<file path="src/logic/tinyrv_pkg.sv">
// ----------------------------------------------------------
// tinyrv core package
// widths, opcodes, csr numbers and control encodings
// ----------------------------------------------------------

`default_nettype none

package tinyrv_pkg;

  // datapath width and fetch start
  localparam int          xlen     = 32;
  localparam logic [31:0] reset_pc = 32'h0000_0200;

  // imem requests allowed in flight
  localparam int max_inflight = 2;

  // ----------------------------------------------------------
  // instruction encodings
  // ----------------------------------------------------------

  localparam logic [6:0] op_imm    = 7'b0010011;
  localparam logic [6:0] op_reg    = 7'b0110011;
  localparam logic [6:0] op_branch = 7'b1100011;
  localparam logic [6:0] op_system = 7'b1110011;

  localparam logic [2:0] f3_bne   = 3'b001;
  localparam logic [2:0] f3_csrrw = 3'b001;
  localparam logic [2:0] f3_csrrs = 3'b010;

  // manager stream csrs
  localparam logic [11:0] csr_proc2mngr = 12'h7C0;
  localparam logic [11:0] csr_mngr2proc = 12'hFC0;

  // ----------------------------------------------------------
  // ctrl to dpath selects
  // ----------------------------------------------------------

  typedef enum logic [1:0] {
    pc_plus4  = 2'd0,
    pc_branch = 2'd1
  } pc_sel_t;

  typedef enum logic [1:0] {
    op2_rf   = 2'd0,
    op2_imm  = 2'd1,
    op2_mngr = 2'd2
  } op2_sel_t;

  typedef enum logic [1:0] {
    byp_rf = 2'd0,
    byp_x  = 2'd1,
    byp_w  = 2'd2
  } byp_sel_t;

endpackage

`default_nettype wire

</file>
<file path="src/logic/bypass_queue.sv">
// ----------------------------------------------------------
// one-entry bypass queue
// ----------------------------------------------------------

`timescale 1ns/1ps
`default_nettype none

module bypass_queue #(
  parameter type payload_t = logic [31:0]
) (
  input  logic     clk,
  input  logic     rst_n,
  input  logic     enq_val,
  input  payload_t enq_data,
  output logic     enq_rdy,
  output logic     deq_val,
  output payload_t deq_data,
  input  logic     deq_rdy
);

  logic     full;
  payload_t entry;

  // empty queue passes the enqueue straight through
  assign enq_rdy  = !full;
  assign deq_val  = full || enq_val;
  assign deq_data = full ? entry : enq_data;

  always_ff @(posedge clk) begin
    if (!rst_n) begin
      full <= 1'b0;
    end else if (full) begin
      // stored entry leaves on dequeue
      if (deq_rdy) begin
        full <= 1'b0;
      end
    end else if (enq_val && !deq_rdy) begin
      full <= 1'b1;
    end
  end

  // payload capture only when the output stalls
  always_ff @(posedge clk) begin
    if (!full && enq_val && !deq_rdy) begin
      entry <= enq_data;
    end
  end

  // no enqueue while full, the refused word stays offered
  assert property (@(posedge clk) disable iff (!rst_n)
    enq_val && !enq_rdy |=> enq_val);

endmodule

`default_nettype wire

</file>
<file path="src/logic/imem_drop_unit.sv">
// ----------------------------------------------------------
// imem drop unit
// swallows responses that belong to squashed fetches
// ----------------------------------------------------------

`timescale 1ns/1ps
`default_nettype none

module imem_drop_unit (
  input  logic                        clk,
  input  logic                        rst_n,
  input  logic                        drop,
  input  logic                        in_val,
  input  logic [tinyrv_pkg::xlen-1:0] in_data,
  output logic                        in_rdy,
  output logic                        out_val,
  output logic [tinyrv_pkg::xlen-1:0] out_data,
  input  logic                        out_rdy
);

  import tinyrv_pkg::*;

  localparam int cnt_w = $clog2(max_inflight + 1);

  logic [cnt_w-1:0] pending;
  logic             discard;
  logic             eat;

  // pending drops turn the unit into a sink
  assign discard  = (pending != '0);
  assign eat      = discard && in_val;
  assign in_rdy   = discard ? 1'b1 : out_rdy;
  assign out_val  = in_val && !discard;
  assign out_data = in_data;

  always_ff @(posedge clk) begin
    if (!rst_n) begin
      pending <= '0;
    end else if (drop && !eat) begin
      pending <= pending + 1'b1;
    end else if (!drop && eat) begin
      pending <= pending - 1'b1;
    end
  end

  // more pending drops than fetches in flight means ctrl lost count
  assert property (@(posedge clk) disable iff (!rst_n)
    pending <= cnt_w'(max_inflight));

endmodule

`default_nettype wire

</file>
<file path="src/logic/proc_ctrl.sv">
// ----------------------------------------------------------
// pipeline control for the four-stage core
// valid bits, decode, stalls, squash, stream handshakes
// ----------------------------------------------------------

`timescale 1ns/1ps
`default_nettype none

module proc_ctrl (
  input  logic                        clk,
  input  logic                        rst_n,
  output logic                        imemreq_val,
  input  logic                        imemreq_rdy,
  input  logic                        imemresp_val,
  output logic                        imemresp_rdy,
  output logic                        drop,
  input  logic                        mngr2proc_val,
  output logic                        mngr2proc_rdy,
  output logic                        proc2mngr_val,
  input  logic                        proc2mngr_rdy,
  input  logic [tinyrv_pkg::xlen-1:0] inst_D,
  input  logic                        br_ne_X,
  output logic                        reg_en_F,
  output logic                        reg_en_D,
  output logic                        reg_en_X,
  output logic                        reg_en_W,
  output tinyrv_pkg::pc_sel_t         pc_sel_F,
  output tinyrv_pkg::op2_sel_t        op2_sel_D,
  output tinyrv_pkg::byp_sel_t        byp_sel_a_D,
  output tinyrv_pkg::byp_sel_t        byp_sel_b_D,
  output logic                        rf_wen_W,
  output logic [4:0]                  rf_waddr_W
);

  import tinyrv_pkg::*;

  localparam int cnt_w = $clog2(max_inflight + 1);

  logic             started;
  logic [cnt_w-1:0] inflight;
  logic             val_F, val_D, val_X, val_W;
  logic             squash, stall_F, stall_D, stall_X, ostall_D;
  logic             resp_take, req_fire, f_free, f_go;

  // ----------------------------------------------------------
  // decode
  // ----------------------------------------------------------

  logic [6:0] opcode_D;
  logic [2:0] funct3_D;
  logic [4:0] rd_D, rs1_D, rs2_D;
  logic       is_add_D, is_addi_D, is_bne_D, is_csrr_D, is_csrw_D, wen_D;

  assign opcode_D = inst_D[6:0];
  assign funct3_D = inst_D[14:12];
  assign rd_D     = inst_D[11:7];
  assign rs1_D    = inst_D[19:15];
  assign rs2_D    = inst_D[24:20];

  assign is_add_D  = (opcode_D == op_reg) && (funct3_D == 3'b000);
  assign is_addi_D = (opcode_D == op_imm) && (funct3_D == 3'b000);
  assign is_bne_D  = (opcode_D == op_branch) && (funct3_D == f3_bne);
  assign is_csrr_D = (opcode_D == op_system) && (funct3_D == f3_csrrs)
                     && (inst_D[31:20] == csr_mngr2proc);
  assign is_csrw_D = (opcode_D == op_system) && (funct3_D == f3_csrrw)
                     && (inst_D[31:20] == csr_proc2mngr);
  // x0 writes are dropped here
  assign wen_D     = (is_add_D || is_addi_D || is_csrr_D) && (rd_D != 5'd0);

  // csrr picks up the manager word as operand b, rs1 is x0
  assign op2_sel_D = is_csrr_D ? op2_mngr : (is_addi_D ? op2_imm : op2_rf);

  // later stage state
  logic       bne_X, csrw_X, wen_X, wen_W;
  logic [4:0] waddr_X, waddr_W;

  // ----------------------------------------------------------
  // bypass, X wins over W
  // ----------------------------------------------------------

  assign byp_sel_a_D = (val_X && wen_X && waddr_X == rs1_D) ? byp_x :
                       (val_W && wen_W && waddr_W == rs1_D) ? byp_w : byp_rf;
  assign byp_sel_b_D = (val_X && wen_X && waddr_X == rs2_D) ? byp_x :
                       (val_W && wen_W && waddr_W == rs2_D) ? byp_w : byp_rf;

  // ----------------------------------------------------------
  // stall and squash
  // ----------------------------------------------------------

  // taken bne; held in X until the redirect fetch is accepted
  assign squash  = val_X && bne_X && br_ne_X;
  assign stall_X = val_X && ((csrw_X && !proc2mngr_rdy) || (squash && !imemreq_rdy));

  assign ostall_D = is_csrr_D && !mngr2proc_val;
  assign stall_D  = val_D && !squash && (ostall_D || stall_X);

  // F slot is live while its fetch is outstanding
  assign val_F        = (inflight != '0);
  assign imemresp_rdy = val_F && (squash || !stall_D);
  assign resp_take    = imemresp_val && imemresp_rdy;
  assign stall_F      = val_F && !squash && !resp_take;
  assign f_go         = resp_take && !squash;
  assign f_free       = !val_F || resp_take;

  // no fetch before the cycle after reset
  assign imemreq_val = started && (squash || (f_free && inflight < cnt_w'(max_inflight)));
  assign req_fire    = imemreq_val && imemreq_rdy;
  assign pc_sel_F    = squash ? pc_branch : pc_plus4;

  // squashed fetch still out in memory
  assign drop = squash && val_F && !resp_take;

  // manager streams
  assign mngr2proc_rdy = val_D && is_csrr_D && !squash && !stall_X;
  assign proc2mngr_val = val_X && csrw_X;

  // register enables
  assign reg_en_F = req_fire;
  assign reg_en_D = resp_take;
  assign reg_en_X = !stall_X;
  assign reg_en_W = !stall_X;

  assign rf_wen_W   = val_W && wen_W;
  assign rf_waddr_W = waddr_W;

  // ----------------------------------------------------------
  // state
  // ----------------------------------------------------------

  always_ff @(posedge clk) begin
    if (!rst_n) begin
      started  <= 1'b0;
      inflight <= '0;
      val_D    <= 1'b0;
      val_X    <= 1'b0;
      val_W    <= 1'b0;
    end else begin
      started <= 1'b1;
      // a squash kills every live fetch
      if (squash) begin
        inflight <= req_fire ? cnt_w'(1) : '0;
      end else if (req_fire && !resp_take) begin
        inflight <= inflight + 1'b1;
      end else if (!req_fire && resp_take) begin
        inflight <= inflight - 1'b1;
      end
      if (!stall_D) begin
        val_D <= f_go;
      end
      if (!stall_X) begin
        val_X <= val_D && !squash && !ostall_D;
      end
      val_W <= val_X && !stall_X;
    end
  end

  // decoded fields follow the valid bits
  always_ff @(posedge clk) begin
    if (reg_en_X) begin
      bne_X   <= is_bne_D;
      csrw_X  <= is_csrw_D;
      wen_X   <= wen_D;
      waddr_X <= rd_D;
    end
    if (reg_en_W) begin
      wen_W   <= wen_X;
      waddr_W <= waddr_X;
    end
  end

  // squash overrides any stall upstream
  assert property (@(posedge clk) disable iff (!rst_n)
    !(squash && (stall_F || stall_D)));

  // drop is a one-cycle pulse per squash
  assert property (@(posedge clk) disable iff (!rst_n)
    drop |=> !drop);

endmodule

`default_nettype wire

</file>
<file path="src/logic/proc_dpath.sv">
// ----------------------------------------------------------
// datapath for the four-stage core
// pc, pipe registers, regfile, bypass, immediates, alu
// ----------------------------------------------------------

`timescale 1ns/1ps
`default_nettype none

module proc_dpath (
  input  logic                        clk,
  input  logic                        rst_n,
  output logic [tinyrv_pkg::xlen-1:0] imemreq_addr,
  input  logic [tinyrv_pkg::xlen-1:0] imemresp_data,
  input  logic [tinyrv_pkg::xlen-1:0] mngr2proc_data,
  output logic [tinyrv_pkg::xlen-1:0] proc2mngr_data,
  input  logic                        reg_en_F,
  input  logic                        reg_en_D,
  input  logic                        reg_en_X,
  input  logic                        reg_en_W,
  input  tinyrv_pkg::pc_sel_t         pc_sel_F,
  input  tinyrv_pkg::op2_sel_t        op2_sel_D,
  input  tinyrv_pkg::byp_sel_t        byp_sel_a_D,
  input  tinyrv_pkg::byp_sel_t        byp_sel_b_D,
  input  logic                        rf_wen_W,
  input  logic [4:0]                  rf_waddr_W,
  output logic [tinyrv_pkg::xlen-1:0] inst_D,
  output logic                        br_ne_X
);

  import tinyrv_pkg::*;

  logic [xlen-1:0] pc_F, pc_D;
  logic [xlen-1:0] target_X, op_a_X, op_b_X, alu_X;
  logic [xlen-1:0] result_W;

  // ----------------------------------------------------------
  // fetch
  // ----------------------------------------------------------

  // pc_F is the last fetched address; starts one word early
  assign imemreq_addr = (pc_sel_F == pc_branch) ? target_X : pc_F + 32'd4;

  always_ff @(posedge clk) begin
    if (!rst_n) begin
      pc_F <= reset_pc - 32'd4;
    end else if (reg_en_F) begin
      pc_F <= imemreq_addr;
    end
  end

  // F to D, pc follows the instruction
  always_ff @(posedge clk) begin
    if (reg_en_D) begin
      inst_D <= imemresp_data;
      pc_D   <= pc_F;
    end
  end

  // ----------------------------------------------------------
  // decode
  // ----------------------------------------------------------

  logic [xlen-1:0] rf [32];
  logic [xlen-1:0] rf_a, rf_b;
  logic [xlen-1:0] op_a_D, rs2_val_D, op_b_D;
  logic [xlen-1:0] imm_i_D, imm_b_D;

  // x0 reads as zero
  assign rf_a = (inst_D[19:15] == 5'd0) ? '0 : rf[inst_D[19:15]];
  assign rf_b = (inst_D[24:20] == 5'd0) ? '0 : rf[inst_D[24:20]];

  always_ff @(posedge clk) begin
    if (rf_wen_W && rf_waddr_W != 5'd0) begin
      rf[rf_waddr_W] <= result_W;
    end
  end

  // sign-extended immediates
  assign imm_i_D = {{20{inst_D[31]}}, inst_D[31:20]};
  assign imm_b_D = {{19{inst_D[31]}}, inst_D[31], inst_D[7],
                    inst_D[30:25], inst_D[11:8], 1'b0};

  // bypass muxes
  always_comb begin
    case (byp_sel_a_D)
      byp_x:   op_a_D = alu_X;
      byp_w:   op_a_D = result_W;
      default: op_a_D = rf_a;
    endcase
    case (byp_sel_b_D)
      byp_x:   rs2_val_D = alu_X;
      byp_w:   rs2_val_D = result_W;
      default: rs2_val_D = rf_b;
    endcase
  end

  always_comb begin
    case (op2_sel_D)
      op2_imm:  op_b_D = imm_i_D;
      op2_mngr: op_b_D = mngr2proc_data;
      default:  op_b_D = rs2_val_D;
    endcase
  end

  always_ff @(posedge clk) begin
    if (reg_en_X) begin
      op_a_X   <= op_a_D;
      op_b_X   <= op_b_D;
      target_X <= pc_D + imm_b_D;
    end
  end

  // ----------------------------------------------------------
  // execute
  // ----------------------------------------------------------

  // one adder for add, addi and csrr
  assign alu_X          = op_a_X + op_b_X;
  assign br_ne_X        = (op_a_X != op_b_X);
  // csrw sends rs1
  assign proc2mngr_data = op_a_X;

  always_ff @(posedge clk) begin
    if (reg_en_W) begin
      result_W <= alu_X;
    end
  end

endmodule

`default_nettype wire

</file>
<file path="src/logic/proc_top.sv">
// ----------------------------------------------------------
// tinyrv four-stage core top
// ----------------------------------------------------------

`timescale 1ns/1ps
`default_nettype none

module proc_top (
  input  logic                        clk,
  input  logic                        rst_n,
  output logic                        imemreq_val,
  output logic [tinyrv_pkg::xlen-1:0] imemreq_addr,
  input  logic                        imemreq_rdy,
  input  logic                        imemresp_val,
  input  logic [tinyrv_pkg::xlen-1:0] imemresp_data,
  output logic                        imemresp_rdy,
  input  logic                        mngr2proc_val,
  input  logic [tinyrv_pkg::xlen-1:0] mngr2proc_data,
  output logic                        mngr2proc_rdy,
  output logic                        proc2mngr_val,
  output logic [tinyrv_pkg::xlen-1:0] proc2mngr_data,
  input  logic                        proc2mngr_rdy
);

  import tinyrv_pkg::*;

  // request side before the queues
  logic            req_enq_val, req_enq_rdy;
  logic [xlen-1:0] req_enq_addr;
  logic            p2m_enq_val, p2m_enq_rdy;
  logic [xlen-1:0] p2m_enq_data;

  // responses past the drop unit
  logic            resp_val, resp_rdy, drop;
  logic [xlen-1:0] resp_data;

  // ctrl to dpath
  logic            reg_en_F, reg_en_D, reg_en_X, reg_en_W;
  pc_sel_t         pc_sel_F;
  op2_sel_t        op2_sel_D;
  byp_sel_t        byp_sel_a_D, byp_sel_b_D;
  logic            rf_wen_W;
  logic [4:0]      rf_waddr_W;
  logic [xlen-1:0] inst_D;
  logic            br_ne_X;

  imem_drop_unit u_drop (
    .clk (clk), .rst_n (rst_n), .drop (drop),
    .in_val (imemresp_val), .in_data (imemresp_data), .in_rdy (imemresp_rdy),
    .out_val (resp_val), .out_data (resp_data), .out_rdy (resp_rdy)
  );

  proc_ctrl u_ctrl (
    .clk (clk), .rst_n (rst_n),
    .imemreq_val (req_enq_val), .imemreq_rdy (req_enq_rdy),
    .imemresp_val (resp_val), .imemresp_rdy (resp_rdy), .drop (drop),
    .mngr2proc_val (mngr2proc_val), .mngr2proc_rdy (mngr2proc_rdy),
    .proc2mngr_val (p2m_enq_val), .proc2mngr_rdy (p2m_enq_rdy),
    .inst_D (inst_D), .br_ne_X (br_ne_X),
    .reg_en_F (reg_en_F), .reg_en_D (reg_en_D),
    .reg_en_X (reg_en_X), .reg_en_W (reg_en_W),
    .pc_sel_F (pc_sel_F), .op2_sel_D (op2_sel_D),
    .byp_sel_a_D (byp_sel_a_D), .byp_sel_b_D (byp_sel_b_D),
    .rf_wen_W (rf_wen_W), .rf_waddr_W (rf_waddr_W)
  );

  proc_dpath u_dpath (
    .clk (clk), .rst_n (rst_n),
    .imemreq_addr (req_enq_addr), .imemresp_data (resp_data),
    .mngr2proc_data (mngr2proc_data), .proc2mngr_data (p2m_enq_data),
    .reg_en_F (reg_en_F), .reg_en_D (reg_en_D),
    .reg_en_X (reg_en_X), .reg_en_W (reg_en_W),
    .pc_sel_F (pc_sel_F), .op2_sel_D (op2_sel_D),
    .byp_sel_a_D (byp_sel_a_D), .byp_sel_b_D (byp_sel_b_D),
    .rf_wen_W (rf_wen_W), .rf_waddr_W (rf_waddr_W),
    .inst_D (inst_D), .br_ne_X (br_ne_X)
  );

  // outgoing streams, one entry each
  bypass_queue #(.payload_t (logic [xlen-1:0])) u_imemreq_q (
    .clk (clk), .rst_n (rst_n),
    .enq_val (req_enq_val), .enq_data (req_enq_addr), .enq_rdy (req_enq_rdy),
    .deq_val (imemreq_val), .deq_data (imemreq_addr), .deq_rdy (imemreq_rdy)
  );

  bypass_queue #(.payload_t (logic [xlen-1:0])) u_proc2mngr_q (
    .clk (clk), .rst_n (rst_n),
    .enq_val (p2m_enq_val), .enq_data (p2m_enq_data), .enq_rdy (p2m_enq_rdy),
    .deq_val (proc2mngr_val), .deq_data (proc2mngr_data), .deq_rdy (proc2mngr_rdy)
  );

endmodule

`default_nettype wire

</file>
<file path="config.mk">
export PLATFORM = sky130hd
export DESIGN_NAME = proc_top
export DESIGN_NICKNAME = d
export VERILOG_FILES = /design/src/logic/tinyrv_pkg.sv /design/src/logic/bypass_queue.sv /design/src/logic/imem_drop_unit.sv /design/src/logic/proc_ctrl.sv /design/src/logic/proc_dpath.sv /design/src/logic/proc_top.sv
export SDC_FILE = /design/constraint.sdc
export NUM_CORES = 2
export LEC_CHECK = 0
export ABC_CLOCK_PERIOD_IN_PS = 6200
export BUFFER_PORTS_ARGS = -buffer_cell sky130_fd_sc_hd__buf_2
export CAP_MARGIN = 30
export CORE_AREA = 10 10 662 404
export CTS_CLUSTER_DIAMETER = 150
export DETAILED_ROUTE_END_ITERATION = 12
export DIE_AREA = 0 0 672 414
export GPL_TIMING_DRIVEN = 1
export PLACE_DENSITY = 0.42
export SYNTH_ARGS = -nofsm -noshare
export SYNTH_HDL_FRONTEND = slang
export SYNTH_SLANG_ARGS = --single-unit
export TNS_END_PERCENT = 1
</file>
<file path="constraint.sdc">
create_clock -name clk -period 6.2 [get_ports clk]
set_input_delay 0 -clock clk [delete_from_list [all_inputs] [get_ports clk]]
set_output_delay 0 -clock clk [all_outputs]
set_load 0.05 [all_outputs]
</file>
==> metrics.yaml <==
cts_tree: "yes"
finalPower_mw: 35.03
post_drt_wl_per_cell_um: 31.26
synth_top_family_by_area: "multiplexers"
postRouteAntennaNets: 0
clk_path_buf_depth: 4
core_um2: 255300
grt_pass1_wl_mm: 313.4
track_usage: 0.1589
p_sw_mw: 12.75
cts_resized: 0
ys.flop_type: "edfxtp_1"
drive_above_1_share: 0.3307
arrival_ns: 4.92
clkPwrFrac: 0.236
critPathLaunch: "u_dpath.proc2mngr_data[6]"
ys_warn_count: 0
rows: 144
cts_buffers: 142
synth_xor_xnor_area_share: 0.01463
synth_edf_count: 1294
max-cap-violations: 0
max-vdd-ir-drop_v: 0.0002815
via_count: 36859
die_area_um2: 278200
clk_pin_slew_ns: 0.07
synthDistinctLibCells: 76
synth_adder_area_share: 0.01325
io_pins: 138
dieHeight_um: 414
netlist_instances: 3432
synth-seq-cells: 1346
finalHoldViolCount: 0
worstRegToRegCells: 10
period_minus_slack_ns: 4.916
clock_skew_ns: 0.04113
setup-tns-final_ns: 0
synth_async_sr_flop_share: 0
rsz0062_at_grt: "false"
synth_area_leaders: "edfxtp_1 61%, mux4_2 23%, mux2_2 1.9%"
drt_pre_antenna_iters: 5
dp_hpwl_mm: 140.7
netlist_area_um2: 63470
postCtsSetupRepairBufs: 0
insertion_delay_ns: 0.80
clock_sinks: 1346
first_iter_violations: 4729
finalSetupViolCount: 0
crit_type: "flop to primary output"
switching_share: 0.3640
run_status: "completed"
final_cell_mix: "1294 x edfxtp_1, 640 x mux4_2, 144 x clkbuf_16, 137 x buf_2, 133 x nor2_1"
grt_max_degree: 123
pwr-share-comb: 0.390
tightest_slew_ns: 1.084
cp-start-kind: "flop"
cp_max_fo: 48
fmax_ghz: 0.2034
hold_class: "primary input to flop"
die_x_um: 672
portBuffers: 137
vias_per_cell: 5.056
r2r_start: "u_dpath.proc2mngr_data[6]"
p_leak_nw: 23.97
drc_errors: 0
netlist.area_leader.share: 0.6122
fin_nets: 3902
post-route-period-util: 0.7929
drt-total-wl_mm: 227.9
r2r-end: "u_dpath.result_W[5]"
p_int_mw: 22.28
cp-end-kind: "primary output"
yosys.area_share.simple: 0.03434
grt_pass1_vias: 36485
yosysTopAreaCell: "edfxtp_1"
powerDensity_nw_per_um2: 465.7
antenna_found_initial: 12
finalWeightedCongestion: 0.8134
gr-total-overflow: 0
ys_seq_area_frac: 0.6286
initial_utilization: 0.2486
finalMaxSlewViolations: 0
synth_compound_gate_area_share: 0.03990
syn_avg_cell_area_um2: 18.49
fill_cells: 24988
endpoint: "mngr2proc_rdy"
seq_power_share: 0.374
clock-root-buffer: "clkbuf_16"
relSlewSlack: 0.2772
postCtsHoldBufs: 101
muxShareOfSynthArea: 0.2516
htreeDepth: 4
ff2ff_setup_slack_ns: 1.55
synthToLayoutAreaGrowth_pct: 18.52
final_common_cell: "edfxtp_1"
crit_required_ns: 6.20
-- cells in the mapped netlist (11+ instances only) --
master and number:
nand4_1 17, inv_1 50, nor3_1 19, and3_1 11
buf_1 46, nand3_1 62, nor2_1 166, a21oi_1 116
ha_1 64, mux4_2 640, mux2i_1 24, xor2_1 41
edfxtp_1 1294, o21a_1 11, a22oi_1 13, mux2_2 108
clkbuf_1 147, a221oi_1 39, o21ai_0 83, a221o_1 12
dfxtp_1 52, a21o_1 22, nor4_1 11, buf_2 35
o211ai_1 20, xnor2_1 65, nand2_1 105
-- area by class of cell --
class                      count  area (µm²)  area share
timing repair buffer         389        3727     0.04955
clock buffer                 185        3807     0.05061
clock inverter                51       404.1    0.005373
inverter                      51       192.7    0.002562
multi-input combinational   1836       22860      0.3039
sequential                  1346       39940      0.5309
antenna                        1       2.502  0.00003327
tap                         3431        4293     0.05707
-- worst min path at each step --
stage / start / to / cells after the start
final: imemresp_data[21] / u_dpath.inst_D[21] / 2
after global routing: imemresp_data[20] / u_dpath.inst_D[20] / 2
after CTS: imemresp_data[20] / u_dpath.inst_D[20] / 2
after detailed placement: imemresp_data[2] / u_dpath.inst_D[2] / 1
after global placement: imemresp_data[2] / u_dpath.inst_D[2] / 1
after floorplan: rst_n / u_ctrl.started / 0
-- kinds of logic (layout without fill, tap and decap cells) --
kind of cell | Yosys count | count (layout)
AND/OR/NAND/NOR | 462 | 462
AO/OA/AOI/OAI | 389 | 389
XOR/XNOR | 106 | 106
multiplexers | 781 | 781
flip-flops | 1346 | 1346
adder cells (fa/ha/maj) | 66 | 66
buffers and inverters | 281 | 676
other | 1 | 33
-- sequential cells by signal, indices dropped and copies added (netlist names), 5 cells and up, named ones only --
register and cells:
u_dpath.rf 1024, u_dpath.pc_F 32, u_dpath.proc2mngr_data 32, u_proc2mngr_q.entry 32, u_dpath.inst_D 32, u_dpath.op_b_X 32, u_dpath.target_X 32, u_dpath.pc_D 32
u_imemreq_q.entry 32, u_ctrl.rf_waddr_W 5, u_ctrl.waddr_X 5, u_dpath.result_W 32
-- per-stage QoR --
step / util / hold slack [ns] / cells / setup WS (ns) / area [µm²]
2_1_floorplan: - / 0.02772 / 3463 / 0.5984 / 63580
3_3_place_gp: 0.2707 / 0.1949 / 6915 / 1.360 / 69100
3_5_place_dp: 0.2741 / 0.1872 / 6951 / 1.555 / 69970
4_1_cts: 0.2945 / 0.03377 / 7288 / 1.198 / 75190
5_1_grt: 0.2946 / 0.03751 / 7289 / 1.023 / 75220
6_report: 0.2946 / 0.07492 / 7290 / 1.284 / 75220
-- power by group through the flow --
stage          clock [mW]  sequential [mW]  combinational, mW
2_1_floorplan           0             13.1               8.53
5_1_grt              8.90             13.2               14.6
3_3_place_gp            0             13.8               12.7
3_5_place_dp            0             13.3               13.5
4_1_cts              8.47             13.1               13.7
6_report             8.26             13.1               13.7
-- worst max-delay path, stage by stage, from the launching register on --
cell and delay (ns):
edfxtp_1 0.41, ha_1 0.42, nor4_1 0.66, nand4_1 0.25, nor2_1 0.16, nand4_1 0.24, nand3_2 0.16, buf_4 0.51
o21ai_0 0.34, a2111oi_0 0.48, buf_1 0.20, buf_2 0.29
-- metal layers --
metal  global-route usage  routed length, µm  vias to the layer above
met3              0.03472              16630                      266
met4              0.03756               5840                        0
met5                    0                  0                        -
met1               0.2394             107200                    20068
li1                     -                  -                    15099
met2               0.2311              98210                     1426
No activity file was read; power rests on OpenSTA's default activity.
